--- config.mk ---
export PLATFORM = sky130hd
export DESIGN_NAME = serial_ctrl_top
export DESIGN_NICKNAME = d
export VERILOG_FILES = /design/src/verilog/spi_frame_pkg.sv /design/src/verilog/serial_cmd_pkg.sv /design/src/verilog/sclk_timer.sv /design/src/verilog/select_decoder.sv /design/src/verilog/serial_ctrl_top.sv /design/src/verilog/spi_sequencer.sv /design/src/verilog/spi_shifter.sv
export SDC_FILE = /design/constraint.sdc
export NUM_CORES = 1
export LEC_CHECK = 0
export BUFFER_PORTS_ARGS = -buffer_cell sky130_fd_sc_hd__buf_2
export CORE_MARGIN = 2
export CORE_UTILIZATION = 35
export DETAILED_ROUTE_END_ITERATION = 6
export GPL_TIMING_DRIVEN = 0
export PLACE_DENSITY = 0.6
export SYNTH_ARGS = -nofsm -noshare
export SYNTH_HDL_FRONTEND = slang
export SYNTH_SLANG_ARGS = --single-unit
--- constraint.sdc ---
create_clock -name lclk -period 3.9 [get_ports lclk]
set_input_delay 0.39 -clock lclk [delete_from_list [all_inputs] [get_ports lclk]]
set_output_delay 0.39 -clock lclk [all_outputs]
set_load 0.05 [all_outputs]
--- src/verilog/spi_frame_pkg.sv ---
// -------------------------------------------------------------------------
// frame lengths and word types for the ADC3424 and AD5668 serial ports
// words are sent MSB first and the DAC word is the widest frame
// the ADC read byte sits in the low 8 bits of the 24-bit frame
// -------------------------------------------------------------------------
`default_nettype none

package spi_frame_pkg;

  // frame position counter, wide enough for the 32-bit DAC frame
  typedef logic [5:0] bit_count_t;

  // ADC3424 frame, 16 bit address/command then 8 bit data
  localparam bit_count_t adc_frame_bits = 6'd24;

  // AD5668 frame, write only
  localparam bit_count_t dac_frame_bits = 6'd32;

  // holds either frame, ADC words use the low bits
  typedef logic [dac_frame_bits-1:0] frame_word_t;

  // full AD5668 command word
  typedef logic [dac_frame_bits-1:0] dac_word_t;

  // ADC frame split into its two fields
  typedef struct packed {
    logic [15:0] addr;
    logic [7:0]  data;
  } adc_fields_t;

  // raw shift view or decoded view of the same 24 bits
  typedef union packed {
    logic [adc_frame_bits-1:0] raw;
    adc_fields_t               fld;
  } adc_frame_u;

endpackage

`default_nettype wire

--- src/verilog/serial_cmd_pkg.sv ---
// -------------------------------------------------------------------------
// command and response words of the serial control port
// device is the ADC number or the DAC bus number, chip is DAC only
// -------------------------------------------------------------------------
`default_nettype none

package serial_cmd_pkg;

  // which converter family the frame goes to
  typedef enum logic {
    adc = 1'b0,
    dac = 1'b1
  } target_e;

  typedef logic [3:0] dev_idx_t;
  typedef logic [1:0] chip_idx_t;

  // one queued transfer, ADC frames only send word[23:0]
  typedef struct packed {
    target_e                   target;
    dev_idx_t                  dev;
    chip_idx_t                 chip;
    spi_frame_pkg::frame_word_t word;
  } serial_cmd_t;

  // read back from an ADC frame
  typedef struct packed {
    logic [7:0] data;
    dev_idx_t   dev;
  } serial_rsp_t;

endpackage

`default_nettype wire

--- src/verilog/sclk_timer.sv ---
// -------------------------------------------------------------------------
// half-bit tick generator for the shared SPI engine
// half_period must be 2 or more, i_nbits is held for the whole frame
// -------------------------------------------------------------------------
`timescale 1ns/1ps
`default_nettype none

module sclk_timer #(
  parameter int half_period = 4
) (
  input  wire                       lclk,
  input  wire                       lclk_rst,
  input  wire                       i_start,
  input  wire spi_frame_pkg::bit_count_t i_nbits,
  output logic                      o_lead_tick,
  output logic                      o_mid_tick,
  output logic                      o_last,
  output logic                      o_phase
);

  localparam int cnt_w = $clog2(half_period);

  // frame segments
  localparam logic [1:0] t_idle  = 2'd0;
  localparam logic [1:0] t_setup = 2'd1;
  localparam logic [1:0] t_bits  = 2'd2;
  localparam logic [1:0] t_hold  = 2'd3;

  logic [1:0]                 seg;
  logic [cnt_w-1:0]           pre_cnt;
  spi_frame_pkg::bit_count_t  bit_cnt;
  logic                       phase;
  logic                       tick;

  // end of each half period
  assign tick = (seg != t_idle) && (pre_cnt == cnt_w'(half_period - 1));

  // mid-bit ends the first half of a bit, every other tick is a lead
  assign o_mid_tick  = tick && (seg == t_bits) && !phase;
  assign o_lead_tick = tick && !((seg == t_bits) && !phase);
  assign o_last      = (seg == t_bits) && (bit_cnt == i_nbits - 1'b1);
  assign o_phase     = phase;

  always_ff @(posedge lclk) begin
    if (lclk_rst) begin
      seg     <= t_idle;
      pre_cnt <= '0;
      bit_cnt <= '0;
      phase   <= 1'b0;
    end else if (i_start) begin
      seg     <= t_setup;
      pre_cnt <= '0;
      bit_cnt <= '0;
      phase   <= 1'b0;
    end else if (seg != t_idle) begin
      pre_cnt <= tick ? '0 : pre_cnt + 1'b1;
      if (tick) begin
        case (seg)
          t_setup: seg <= t_bits;
          t_bits: begin
            phase <= !phase;
            // second half done, next bit or hold
            if (phase && o_last) begin
              seg <= t_hold;
            end else if (phase) begin
              bit_cnt <= bit_cnt + 1'b1;
            end
          end
          // hold over, timer parks itself
          default: seg <= t_idle;
        endcase
      end
    end
  end

endmodule

`default_nettype wire

--- src/verilog/select_decoder.sv ---
// -------------------------------------------------------------------------
// chip selects and per-bus clock/data steering, all outputs registered
// an out-of-range device or chip index leaves every pin at idle
// -------------------------------------------------------------------------
`timescale 1ns/1ps
`default_nettype none

module select_decoder #(
  parameter int n_adc      = 6,
  parameter int n_dac_bus  = 3,
  parameter int n_dac_chip = 3
) (
  input  wire                              lclk,
  input  wire                              lclk_rst,
  input  wire                              i_active,
  input  wire serial_cmd_pkg::serial_cmd_t i_cmd,
  input  wire                              i_mosi,
  input  wire                              i_phase,
  output logic [n_adc-1:0]                 o_adc_sen,
  output logic                             o_adc_sclk,
  output logic                             o_adc_sdata,
  output logic [n_dac_bus-1:0]             o_dac_sclk,
  output logic [n_dac_bus-1:0]             o_dac_din,
  output logic [n_dac_bus-1:0][n_dac_chip-1:0] o_dac_nsync
);

  logic                 adc_hit;
  logic                 dac_ok;
  logic [n_dac_bus-1:0] bus_hit;

  // ADC port shared, only the SEN is per chip
  assign adc_hit = i_active && (i_cmd.target == serial_cmd_pkg::adc) && (i_cmd.dev < n_adc);
  assign dac_ok  = i_active && (i_cmd.target == serial_cmd_pkg::dac) &&
                   (i_cmd.chip < n_dac_chip);

  always_comb begin
    for (int b = 0; b < n_dac_bus; b++) begin
      bus_hit[b] = dac_ok && (i_cmd.dev == serial_cmd_pkg::dev_idx_t'(b));
    end
  end

  always_ff @(posedge lclk) begin
    if (lclk_rst) begin
      o_adc_sen   <= '1;
      o_adc_sclk  <= 1'b0;
      o_adc_sdata <= 1'b0;
      o_dac_sclk  <= '1;
      o_dac_din   <= '0;
      o_dac_nsync <= '1;
    end else begin
      for (int a = 0; a < n_adc; a++) begin
        o_adc_sen[a] <= !(adc_hit && (i_cmd.dev == serial_cmd_pkg::dev_idx_t'(a)));
      end
      // ADC SCLK idles low, rises at mid-bit
      o_adc_sclk  <= adc_hit && i_phase;
      o_adc_sdata <= adc_hit && i_mosi;
      for (int b = 0; b < n_dac_bus; b++) begin
        // DAC SCLK idles high, falls at mid-bit
        o_dac_sclk[b] <= !(bus_hit[b] && i_phase);
        o_dac_din[b]  <= bus_hit[b] && i_mosi;
        for (int c = 0; c < n_dac_chip; c++) begin
          o_dac_nsync[b][c] <= !(bus_hit[b] &&
                                 (i_cmd.chip == serial_cmd_pkg::chip_idx_t'(c)));
        end
      end
    end
  end

endmodule

`default_nettype wire

--- src/verilog/serial_ctrl_top.sv ---
// -------------------------------------------------------------------------
// serial control path for the ADC3424 and AD5668 converters
// one shared SPI engine, valid/ready on command and response ports
// -------------------------------------------------------------------------
`timescale 1ns/1ps
`default_nettype none

module serial_ctrl_top #(
  parameter int half_period = 4,
  parameter int n_adc       = 6,
  parameter int n_dac_bus   = 3,
  parameter int n_dac_chip  = 3
) (
  input  wire                              lclk,
  input  wire                              lclk_rst,
  input  wire                              i_cmd_valid,
  input  wire serial_cmd_pkg::serial_cmd_t i_cmd,
  output logic                             o_cmd_ready,
  output logic                             o_rsp_valid,
  output serial_cmd_pkg::serial_rsp_t      o_rsp,
  input  wire                              i_rsp_ready,
  input  wire                              i_adc_sdout,
  output logic [n_adc-1:0]                 o_adc_sen,
  output logic                             o_adc_sclk,
  output logic                             o_adc_sdata,
  output logic [n_dac_bus-1:0]             o_dac_sclk,
  output logic [n_dac_bus-1:0]             o_dac_din,
  output logic [n_dac_bus-1:0][n_dac_chip-1:0] o_dac_nsync
);

  // sequencer to timer
  logic                        start;
  spi_frame_pkg::bit_count_t   nbits;
  logic                        lead_tick;
  logic                        mid_tick;
  logic                        last;
  logic                        phase;
  // sequencer to shifter
  logic                        load;
  spi_frame_pkg::frame_word_t  word;
  logic                        mosi;
  spi_frame_pkg::adc_frame_u   capture;
  // sequencer to decoder
  logic                        active;
  serial_cmd_pkg::serial_cmd_t cur_cmd;

  spi_sequencer spi_sequencer_i (
    .lclk        (lclk),
    .lclk_rst    (lclk_rst),
    .i_cmd_valid (i_cmd_valid),
    .i_cmd       (i_cmd),
    .i_rsp_ready (i_rsp_ready),
    .i_lead_tick (lead_tick),
    .i_mid_tick  (mid_tick),
    .i_last      (last),
    .i_capture   (capture),
    .o_cmd_ready (o_cmd_ready),
    .o_rsp_valid (o_rsp_valid),
    .o_rsp       (o_rsp),
    .o_start     (start),
    .o_nbits     (nbits),
    .o_load      (load),
    .o_word      (word),
    .o_active    (active),
    .o_cur_cmd   (cur_cmd)
  );

  sclk_timer #(.half_period(half_period)) sclk_timer_i (
    .lclk        (lclk),
    .lclk_rst    (lclk_rst),
    .i_start     (start),
    .i_nbits     (nbits),
    .o_lead_tick (lead_tick),
    .o_mid_tick  (mid_tick),
    .o_last      (last),
    .o_phase     (phase)
  );

  // ADC SDOUT is the only MISO source
  spi_shifter spi_shifter_i (
    .lclk        (lclk),
    .lclk_rst    (lclk_rst),
    .i_load      (load),
    .i_word      (word),
    .i_nbits     (nbits),
    .i_lead_tick (lead_tick),
    .i_mid_tick  (mid_tick),
    .i_miso      (i_adc_sdout),
    .o_mosi      (mosi),
    .o_capture   (capture)
  );

  select_decoder #(
    .n_adc      (n_adc),
    .n_dac_bus  (n_dac_bus),
    .n_dac_chip (n_dac_chip)
  ) select_decoder_i (
    .lclk        (lclk),
    .lclk_rst    (lclk_rst),
    .i_active    (active),
    .i_cmd       (cur_cmd),
    .i_mosi      (mosi),
    .i_phase     (phase),
    .o_adc_sen   (o_adc_sen),
    .o_adc_sclk  (o_adc_sclk),
    .o_adc_sdata (o_adc_sdata),
    .o_dac_sclk  (o_dac_sclk),
    .o_dac_din   (o_dac_din),
    .o_dac_nsync (o_dac_nsync)
  );

endmodule

`default_nettype wire

--- src/verilog/spi_sequencer.sv ---
// -------------------------------------------------------------------------
// command FSM of the shared SPI engine, one frame in flight at a time
// ADC frames return one response and block commands until it is taken
// -------------------------------------------------------------------------
`timescale 1ns/1ps
`default_nettype none

module spi_sequencer (
  input  wire                          lclk,
  input  wire                          lclk_rst,
  input  wire                          i_cmd_valid,
  input  wire serial_cmd_pkg::serial_cmd_t i_cmd,
  input  wire                          i_rsp_ready,
  input  wire                          i_lead_tick,
  input  wire                          i_mid_tick,
  input  wire                          i_last,
  input  wire spi_frame_pkg::adc_frame_u   i_capture,
  output logic                         o_cmd_ready,
  output logic                         o_rsp_valid,
  output serial_cmd_pkg::serial_rsp_t  o_rsp,
  output logic                         o_start,
  output spi_frame_pkg::bit_count_t    o_nbits,
  output logic                         o_load,
  output spi_frame_pkg::frame_word_t   o_word,
  output logic                         o_active,
  output serial_cmd_pkg::serial_cmd_t  o_cur_cmd
);

  localparam logic [2:0] st_idle    = 3'd0;
  localparam logic [2:0] st_setup   = 3'd1;
  localparam logic [2:0] st_shift   = 3'd2;
  localparam logic [2:0] st_hold    = 3'd3;
  localparam logic [2:0] st_respond = 3'd4;

  logic [2:0]                   state;
  logic                         mark;
  logic                         accept;
  serial_cmd_pkg::serial_cmd_t  cur_cmd;
  serial_cmd_pkg::serial_cmd_t  frame_cmd;

  assign accept = (state == st_idle) && i_cmd_valid;

  // new command on the accept cycle, latched copy afterwards
  assign frame_cmd = (state == st_idle) ? i_cmd : cur_cmd;

  assign o_start = accept;
  assign o_load  = accept;
  assign o_word  = frame_cmd.word;
  assign o_nbits = (frame_cmd.target == serial_cmd_pkg::adc) ?
                   spi_frame_pkg::adc_frame_bits : spi_frame_pkg::dac_frame_bits;

  // select drops one cycle before ready comes back
  assign o_active = ((state == st_setup) || (state == st_shift) || (state == st_hold)) &&
                    !((state == st_hold) && mark);
  assign o_cur_cmd = cur_cmd;

  assign o_cmd_ready = (state == st_idle);
  assign o_rsp_valid = (state == st_respond);
  // capture is quiet after the frame so the response holds
  assign o_rsp.data = i_capture.fld.data;
  assign o_rsp.dev  = cur_cmd.dev;

  always_ff @(posedge lclk) begin
    if (accept) begin
      cur_cmd <= i_cmd;
    end
  end

  always_ff @(posedge lclk) begin
    if (lclk_rst) begin
      state <= st_idle;
      mark  <= 1'b0;
    end else begin
      case (state)
        st_idle: begin
          if (i_cmd_valid) begin
            state <= st_setup;
          end
        end
        // first lead tick closes the setup half period
        st_setup: begin
          if (i_lead_tick) begin
            state <= st_shift;
          end
        end
        // mark once the final bit is sampled, leave at its end
        st_shift: begin
          if (i_mid_tick && i_last) begin
            mark <= 1'b1;
          end
          if (i_lead_tick && mark) begin
            mark  <= 1'b0;
            state <= st_hold;
          end
        end
        // mark closes the hold, one idle cycle follows
        st_hold: begin
          if (mark) begin
            mark  <= 1'b0;
            state <= (cur_cmd.target == serial_cmd_pkg::adc) ? st_respond : st_idle;
          end else if (i_lead_tick) begin
            mark <= 1'b1;
          end
        end
        st_respond: begin
          if (i_rsp_ready) begin
            state <= st_idle;
          end
        end
        default: state <= st_idle;
      endcase
    end
  end

endmodule

`default_nettype wire

--- src/verilog/spi_shifter.sv ---
// -------------------------------------------------------------------------
// MOSI shift register and MISO capture for both frame types
// shorter frames are left-justified so MOSI is always the top bit
// -------------------------------------------------------------------------
`timescale 1ns/1ps
`default_nettype none

module spi_shifter (
  input  wire                          lclk,
  input  wire                          lclk_rst,
  input  wire                          i_load,
  input  wire spi_frame_pkg::frame_word_t  i_word,
  input  wire spi_frame_pkg::bit_count_t   i_nbits,
  input  wire                          i_lead_tick,
  input  wire                          i_mid_tick,
  input  wire                          i_miso,
  output logic                         o_mosi,
  output spi_frame_pkg::adc_frame_u    o_capture
);

  spi_frame_pkg::frame_word_t  shreg;
  spi_frame_pkg::adc_frame_u   cap;
  logic                        primed;

  // outgoing bits
  always_ff @(posedge lclk) begin
    if (lclk_rst) begin
      shreg  <= '0;
      primed <= 1'b0;
    end else if (i_load) begin
      // drop the unused top bits of a short frame
      shreg  <= i_word << (spi_frame_pkg::dac_frame_bits - i_nbits);
      primed <= 1'b0;
    end else if (i_lead_tick) begin
      // bit 0 is already on the line at the first lead
      if (primed) begin
        shreg <= {shreg[spi_frame_pkg::dac_frame_bits-2:0], 1'b0};
      end
      primed <= 1'b1;
    end
  end

  assign o_mosi = shreg[spi_frame_pkg::dac_frame_bits-1];

  // incoming bits, MSB first, sampled at mid-bit
  always_ff @(posedge lclk) begin
    if (i_mid_tick) begin
      cap.raw <= {cap.raw[spi_frame_pkg::adc_frame_bits-2:0], i_miso};
    end
  end

  assign o_capture = cap;

endmodule

`default_nettype wire
* After elaboration in Yosys (flattened, before gate mapping)
Cells that the tools add are included.
Cells by class: shift operators 1, $add $sub $neg 4, reduce and logical (&&, ||, !) cells 82, magnitude comparators 2, equality and inequality tests 23, muxes and demuxes 23, bitwise operators 2
Operator list (number):
- two-way mux 32 bit | 3
- logical AND 1 bit | 42
- two-way mux 39 bit | 1
- << shifter 32 x 6 -> 32 bit | 1
- logical NOT 1 bit | 21
- two-way mux 3 bit | 6
- case mux 3 bit (5 select lines) | 1
- nonzero test 2 bit | 6
- AND reduction 5 bit | 2
- AND reduction 3 bit | 3
- equality test 4 x 2 -> 1 bit, second input constant | 2
- equality test 4 x 3 -> 1 bit, second input constant | 2
- two-way mux 1 bit | 7
- adder 6 x 1 -> 6 bit, second input constant | 1
- equality test 2 bit, second input constant | 3
- equality test 3 x 2 -> 1 bit, second input constant | 2
- equality test 6 bit | 1
- two-way mux 6 bit | 1
- inequality test 2 x 1 -> 1 bit, second input constant | 3
- inequality test 2 bit, second input constant | 3
- inequality test 3 bit, second input constant | 2
- subtractor 6 x 1 -> 6 bit, second input constant | 1
- subtractor 6 bit, first input constant | 1
- equality test 2 x 1 -> 1 bit, second input constant | 2
- other kinds (16) | 20
Storage, ports and cells: input port bits 44, flip-flop bits (word level) 118

* Logic depth before layout (Yosys ltp)
depth after elaboration 12, depth in mapped cells 8

* Cells and area by module
From an unflattened synthesis, not the netlist that was laid out.
Second synthesis, totals: cell total of the unflattened synthesis 704, area, all modules 7424.6 sq um
By module, submodules not included:
- spi_shifter | area an instance 3872.5 sq um, sequential area each 1381.3 sq um, cells each 421, times used 1
- spi_sequencer | area an instance 1980.6 sq um, sequential area each 1251.2 sq um, cells each 126, times used 1
- sclk_timer | area an instance 810.8 sq um, sequential area each 220.2 sq um, cells each 96, times used 1
- select_decoder | area an instance 760.7 sq um, sequential area each 460.4 sq um, cells each 61, times used 1

* Worst setup path before layout
OpenSTA, ideal clock, no wires.
path type register to register, start point register spi_sequencer_i.state[1], end point register, netlist name spi_sequencer_i.o_cur_cmd[32], path slack 1.367 ns, data arrival time 2.210 ns, path buffers 2, setup time 0.323 ns, stages on the path, launching flop included 6, clock period less this slack 2.533 ns, path through dfxtp_1 -> buf_6 -> nor3_1 -> nand2_1 -> clkbuf_1 -> inv_1
On the way: word-level cells in the longest chain between the ends 2
Ends and longest elaborated chain:
- start: declaration | line spi_sequencer.sv:35 | logic [2:0] state;
- start signal: assignment | line spi_sequencer.sv:71 | state <= st_idle;
- start signal: assignment | line spi_sequencer.sv:77 | state <= st_setup;
- start signal: assignment | line spi_sequencer.sv:83 | state <= st_shift;
- logical NOT 3 bit
- via o_cmd_ready | line serial_ctrl_top.sv:18 | output logic o_cmd_ready,
- logical AND 1 bit | line spi_sequencer.sv:41 | assign accept = (state == st_idle) && i_cmd_valid;
- via load | line serial_ctrl_top.sv:39 | logic load;
The timed path passes the listed nets, and every way through them passes these cells. A chain may end at the register's enable or synchronous reset.

* Worst setup path after layout
start point register sclk_timer_i.seg[1], end point register spi_shifter_i.shreg[4]
On the way: word-level cells in the longest chain between the ends 6, elaborated cells on any way between the ends 8, classes of those cells eq/ne: 1; reduce/logical: 7
Ends and longest elaborated chain:
- start: declaration | line sclk_timer.sv:29 | logic [1:0] seg;
- start signal: assignment | line sclk_timer.sv:46 | seg <= t_idle;
- start signal: assignment | line sclk_timer.sv:51 | seg <= t_setup;
- start signal: assignment | line sclk_timer.sv:59 | t_setup: seg <= t_bits;
- equality test 2 bit | line sclk_timer.sv:40 | assign o_lead_tick = tick && !((seg == t_bits) && !phase);
- logical AND 1 bit | line sclk_timer.sv:40
- logical NOT 1 bit | line sclk_timer.sv:40
- logical AND 1 bit * | line sclk_timer.sv:40
- nonzero test 2 bit (no line) *
- AND reduction 2 bit (no line) *
- end signal: assignment | line spi_shifter.sv:32 | shreg <= i_word << (spi_frame_pkg::dac_frame_bits - i_nbits);
- end signal: assignment | line spi_shifter.sv:37 | shreg <= {shreg[spi_frame_pkg::dac_frame_bits-2:0], 1'b0};
- end: declaration | line spi_shifter.sv:21 | spi_frame_pkg::frame_word_t shreg;
Every way passes the cells marked *; elsewhere a longest branch is shown, timed or not.

==> results.rst <==
.. list-table::
   :header-rows: 1

   * - Metric
     - Value
   * - Outcome
     - finished, final reports clean
   * - Grt met2 use
     - 0.2675
   * - Worst hold path class
     - in2reg
   * - Arrival time worst endpoint
     - 2.58 ns
   * - Cts-stage hold buffer count
     - 0
   * - Post-route insts no fill
     - 647
   * - Leak Pwr
     - 1.697 nW
   * - Post-synth EDFFs
     - 15
   * - Vias per inst
     - 5.284
   * - Top cell by count, worst path
     - buf_2
   * - Areal power density over the cells
     - 385.6 mW/mm²
   * - Met1 GRT Util
     - 0.2318
   * - Depth of the CTS H-tree
     - 3
   * - Number of vias in the routed layout
     - 3419
   * - Count of TritonRoute iterations in the first routing pass
     - 4
   * - DRC violation total after the first TritonRoute iteration
     - 294
   * - NumNets Final
     - 551
   * - Setup Crit Path Kind
     - reg2reg
   * - Fraction of layout instances using a drive strength above 1
     - 0.2702
   * - Final non-filler cell area
     - 0.004626 mm²
   * - Number of sinks driven by the clock tree
     - 86
   * - Final Max Tran Viols
     - 0
   * - Net Sw Frac
     - 0.2834
   * - Combinational fraction of design power
     - 0.119
   * - Final Worst Setup Slack
     - 1.598 ns
   * - Yosys synthesis warning count
     - 0
   * - Worst setup path end
     - spi_shifter_i.shreg[4]
   * - Antenna violation net count after detailed routing
     - 0
   * - Die Area
     - 0.01190 mm²
   * - Clock-pin slew on the worst setup and hold paths
     - 0.10 ns
   * - Post-CTS resize count
     - 0
   * - Period minus WS final
     - 2.302 ns
   * - Number of primary I/O pins
     - 81
   * - Area inside the core boundary
     - 0.01079 mm²
   * - Final estimated routing congestion in global placement
     - 0.9050
   * - Maximum fanout along the worst path
     - 10
   * - Final setup TNS
     - 0 ns
   * - Slowest CP cell
     - dfxtp_1
   * - Total power
     - 1.784 mW
   * - Distinct cell type count of the synthesized netlist
     - 49
   * - Post-route DRC
     - 0
   * - Die extent in y
     - 109.1 µm
   * - Most instantiated flip-flop cell in the synthesis netlist
     - dfxtp_1
   * - Fill count
     - 1073
   * - Required time of the critical path
     - 4.17 ns
   * - CP startpoint kind
     - register
   * - Capturing point of the worst reg2reg path
     - spi_shifter_i.shreg[4]
   * - Pint
     - 1.278 mW
   * - Headroom to the max-slew limit
     - 0.5117
   * - DP Wirelength
     - 7298 µm
   * - Flop pwr share
     - 0.541
   * - Die Width
     - 109.1 µm
   * - Part of the cycle the worst path needs
     - 0.5904
   * - Placement Rows
     - 38
   * - Number of violations of the max-capacitance limit
     - 0
   * - Slew at the pin closest to its max-slew limit
     - 0.7298 ns
   * - Wire length after detailed routing
     - 9864 µm
   * - Post-synthesis register bit count
     - 86
   * - Met3 usage
     - 0.04543
   * - Total setup violations reported at the end of the flow
     - 0
   * - Post-CTS setup repair buffer count
     - 0
   * - Synthesized netlist net count
     - 460
   * - Average cell area after synthesis
     - 9.401 µm²
   * - Highest cell delay on the worst timing path
     - 0.40 ns
   * - Clock Skews
     - 0.01532 ns
   * - Register area share after synthesis
     - 0.4845
   * - Port Buffer Count
     - 80
   * - Synthesis-to-layout area growth
     - 19.72%
   * - Via count of the first global-routing pass
     - 3252
   * - Effective utilization at floorplan
     - 0.3580
   * - Clk root buf
     - clkbuf_8
   * - Achievable Freq
     - 0.4343 GHz
   * - Post-DR wirelength/cell
     - 15.25 µm
   * - Crit path capture type
     - register
   * - GR Util All Layers
     - 0.1720
   * - Pin count of the biggest net entering global routing
     - 18
   * - Placed cell count
     - 631
   * - Final hold viol count
     - 0
   * - CTS tree
     - built
   * - Number of cell instances on the worst register-to-register path
     - 8
   * - Number of buffers on the longest clock path
     - 2
   * - Clk Latency, worst-skew pair
     - 0.38 ns
   * - RSZ-0062 raised after global routing
     - no
   * - Ordered cell list for the critical path
     - inv_1 > ha_1 > nand2b_1 > nor2_1 > buf_2 > buf_2 > nand3_1 > a311oi_1
   * - Storage element area
     - 0.001872 mm²
   * - Multi-input gate area in the final layout
     - 0.001787 mm²
   * - First-pass GRT wire length
     - 15910 µm
   * - Fraction of power consumed by the clock network
     - 0.339
   * - FF-to-FF setup slack
     - 1.60 ns
   * - Post-Synthesis Cell Area
     - 0.003864 mm²
   * - CP startpoint
     - sclk_timer_i.seg[1]
   * - Final antenna diode count
     - 0
   * - Antenna violations before repair
     - 0
   * - Overall overflow remaining after global route
     - 0
   * - Fraction of registers with async set or reset after synthesis
     - 0
   * - Clock buffers created by TritonCTS
     - 9
   * - Reg2reg start
     - sclk_timer_i.seg[1]
   * - Maximum VDD drop
     - 190.5 µV
   * - Worst-case setup slack after placement
     - 1.573 ns
   * - GR peak layer
     - met2
   * - Post-Place Cell Area
     - 0.004439 mm²
   * - Instance count of the mapped netlist
     - 411
   * - Switching Power
     - 505.5 µW
per-stage QoR:
step / util / hold slack (ns)
2_1_floorplan: - / 0.4485
3_3_place_gp: 0.4113 / 0.4353
3_5_place_dp: 0.4113 / 0.4370
4_1_cts: 0.4286 / 0.1754
5_1_grt: 0.4286 / 0.1702
6_report: 0.4286 / 0.1818
layout by cell type, fill, tap and decap left out, types with 3 or more instances in the layout:
cell type / n
a21oi_1: 16
a311oi_1: 31
and3b_1: 3
buf_2: 85
buf_4: 6
clkbuf_1: 21
clkbuf_8: 9
dfxtp_1: 71
edfxtp_1: 15
ha_1: 5
inv_1: 8
inv_6: 3
mux2_1: 5
mux2_2: 19
nand2_1: 58
nand2b_1: 3
nand3_1: 35
nand3b_1: 3
nand4b_1: 4
nor2_1: 38
nor2b_1: 7
nor3_1: 8
nor4_1: 3
o211ai_1: 4
o21ai_0: 6
or3_1: 4
worst min path at each step:
stage | from | endpoint | slack (ns) | cells past startpoint
2_1_floorplan | spi_shifter_i.shreg[0] | spi_shifter_i.shreg[0] | 0.45 | 2
3_3_place_gp | spi_shifter_i.o_capture[6] | spi_shifter_i.o_capture[7] | 0.44 | 0
3_5_place_dp | spi_shifter_i.o_capture[1] | spi_shifter_i.o_capture[2] | 0.44 | 0
4_1_cts | i_cmd[32] | spi_sequencer_i.o_cur_cmd[32] | 0.18 | 1
5_1_grt | i_cmd[32] | spi_sequencer_i.o_cur_cmd[32] | 0.17 | 1
6_report | i_adc_sdout | spi_shifter_i.o_capture[0] | 0.18 | 1
cell type report:
class | instances | area share
clock buffer | 9 | 0.02678
tap | 140 | 0.03787
timing repair buffer | 80 | 0.08656
buffer | 35 | 0.03787
clock inverter | 7 | 0.01352
sequential | 86 | 0.4047
inverter | 8 | 0.006492
multi-input combinational | 282 | 0.3863
flip-flops by register name, summed over array words and instances (netlist names):
| signal | flops |
|---|---|
| select_decoder_i.o_dac_nsync | 9 |
| select_decoder_i.o_adc_sen | 6 |
| select_decoder_i.o_dac_din | 3 |
| spi_sequencer_i.mark | 1 |
| select_decoder_i.o_adc_sdata | 1 |
| sclk_timer_i.o_phase | 1 |
| spi_shifter_i.primed | 1 |
| sclk_timer_i.bit_cnt | 6 |
| spi_sequencer_i.state | 3 |
| spi_shifter_i.o_capture | 8 |
| sclk_timer_i.pre_cnt | 2 |
| select_decoder_i.o_dac_sclk | 3 |
| spi_sequencer_i.o_cur_cmd | 7 |
| select_decoder_i.o_adc_sclk | 1 |
| sclk_timer_i.seg | 2 |
| spi_shifter_i.shreg | 32 |
critical path: cells and delay by family (launching register included):
family / cells / cell delay, ns
flip-flops: 1 / 0.40
AND/OR/NAND/NOR: 3 / 0.63
buffers and inverters: 3 / 0.64
AO/OA/AOI/OAI: 1 / 0.29
adder cells (fa/ha/maj): 1 / 0.25
kinds of logic after synthesis:
kind of cell | count (synthesis) | share of synthesized area
multiplexers | 25 | 0.07254
buffers and inverters | 43 | 0.05311
adder cells (fa/ha/maj) | 5 | 0.01619
AND/OR/NAND/NOR | 180 | 0.2341
flip-flops | 86 | 0.4845
XOR/XNOR | 3 | 0.006802
AO/OA/AOI/OAI | 69 | 0.1328
cell usage after synthesis (3+ instances only):
cell type  count  area [µm²]
nand2b_1       3       18.77
mux2_1         5       56.30
inv_1          8       30.03
buf_2          5       25.02
buf_4          6       45.04
dfxtp_1       71        1421
nor2_1        38       142.6
nor2b_1        7       43.79
nand2_1       58       217.7
nor3_1         8       40.04
nor4_1         3       18.77
clkbuf_1      21       78.83
o21ai_0        6       30.03
nand3_1       35       175.2
o211ai_1       4       30.03
or3_1          4       25.02
mux2_2        19       214.0
nand4b_1       4       35.03
edfxtp_1      15       450.4
a21oi_1       16       80.08
and3b_1        3       26.28
nand3b_1       3       22.52
ha_1           5       62.56
a311oi_1      31       271.5
metal layers:
| layer | part of all wire | wire length, µm |
|---|---|---|
| met3 | 0.081 | 798 |
| met4 | 0.012 | 123 |
| met2 | 0.44 | 4360 |
| met1 | 0.46 | 4582 |
| met5 | 0 | 0 |
power groups by stage:
stage,Combinational [mW],Clock [mW],Sequential [mW]
after floorplan,0.146,0,0.979
after global placement,0.208,0,0.984
after detailed placement,0.211,0,0.985
after CTS,0.213,0.619,0.965
after global routing,0.235,0.656,0.971
final,0.213,0.605,0.965
No activity file was read; power rests on OpenSTA's default activity.
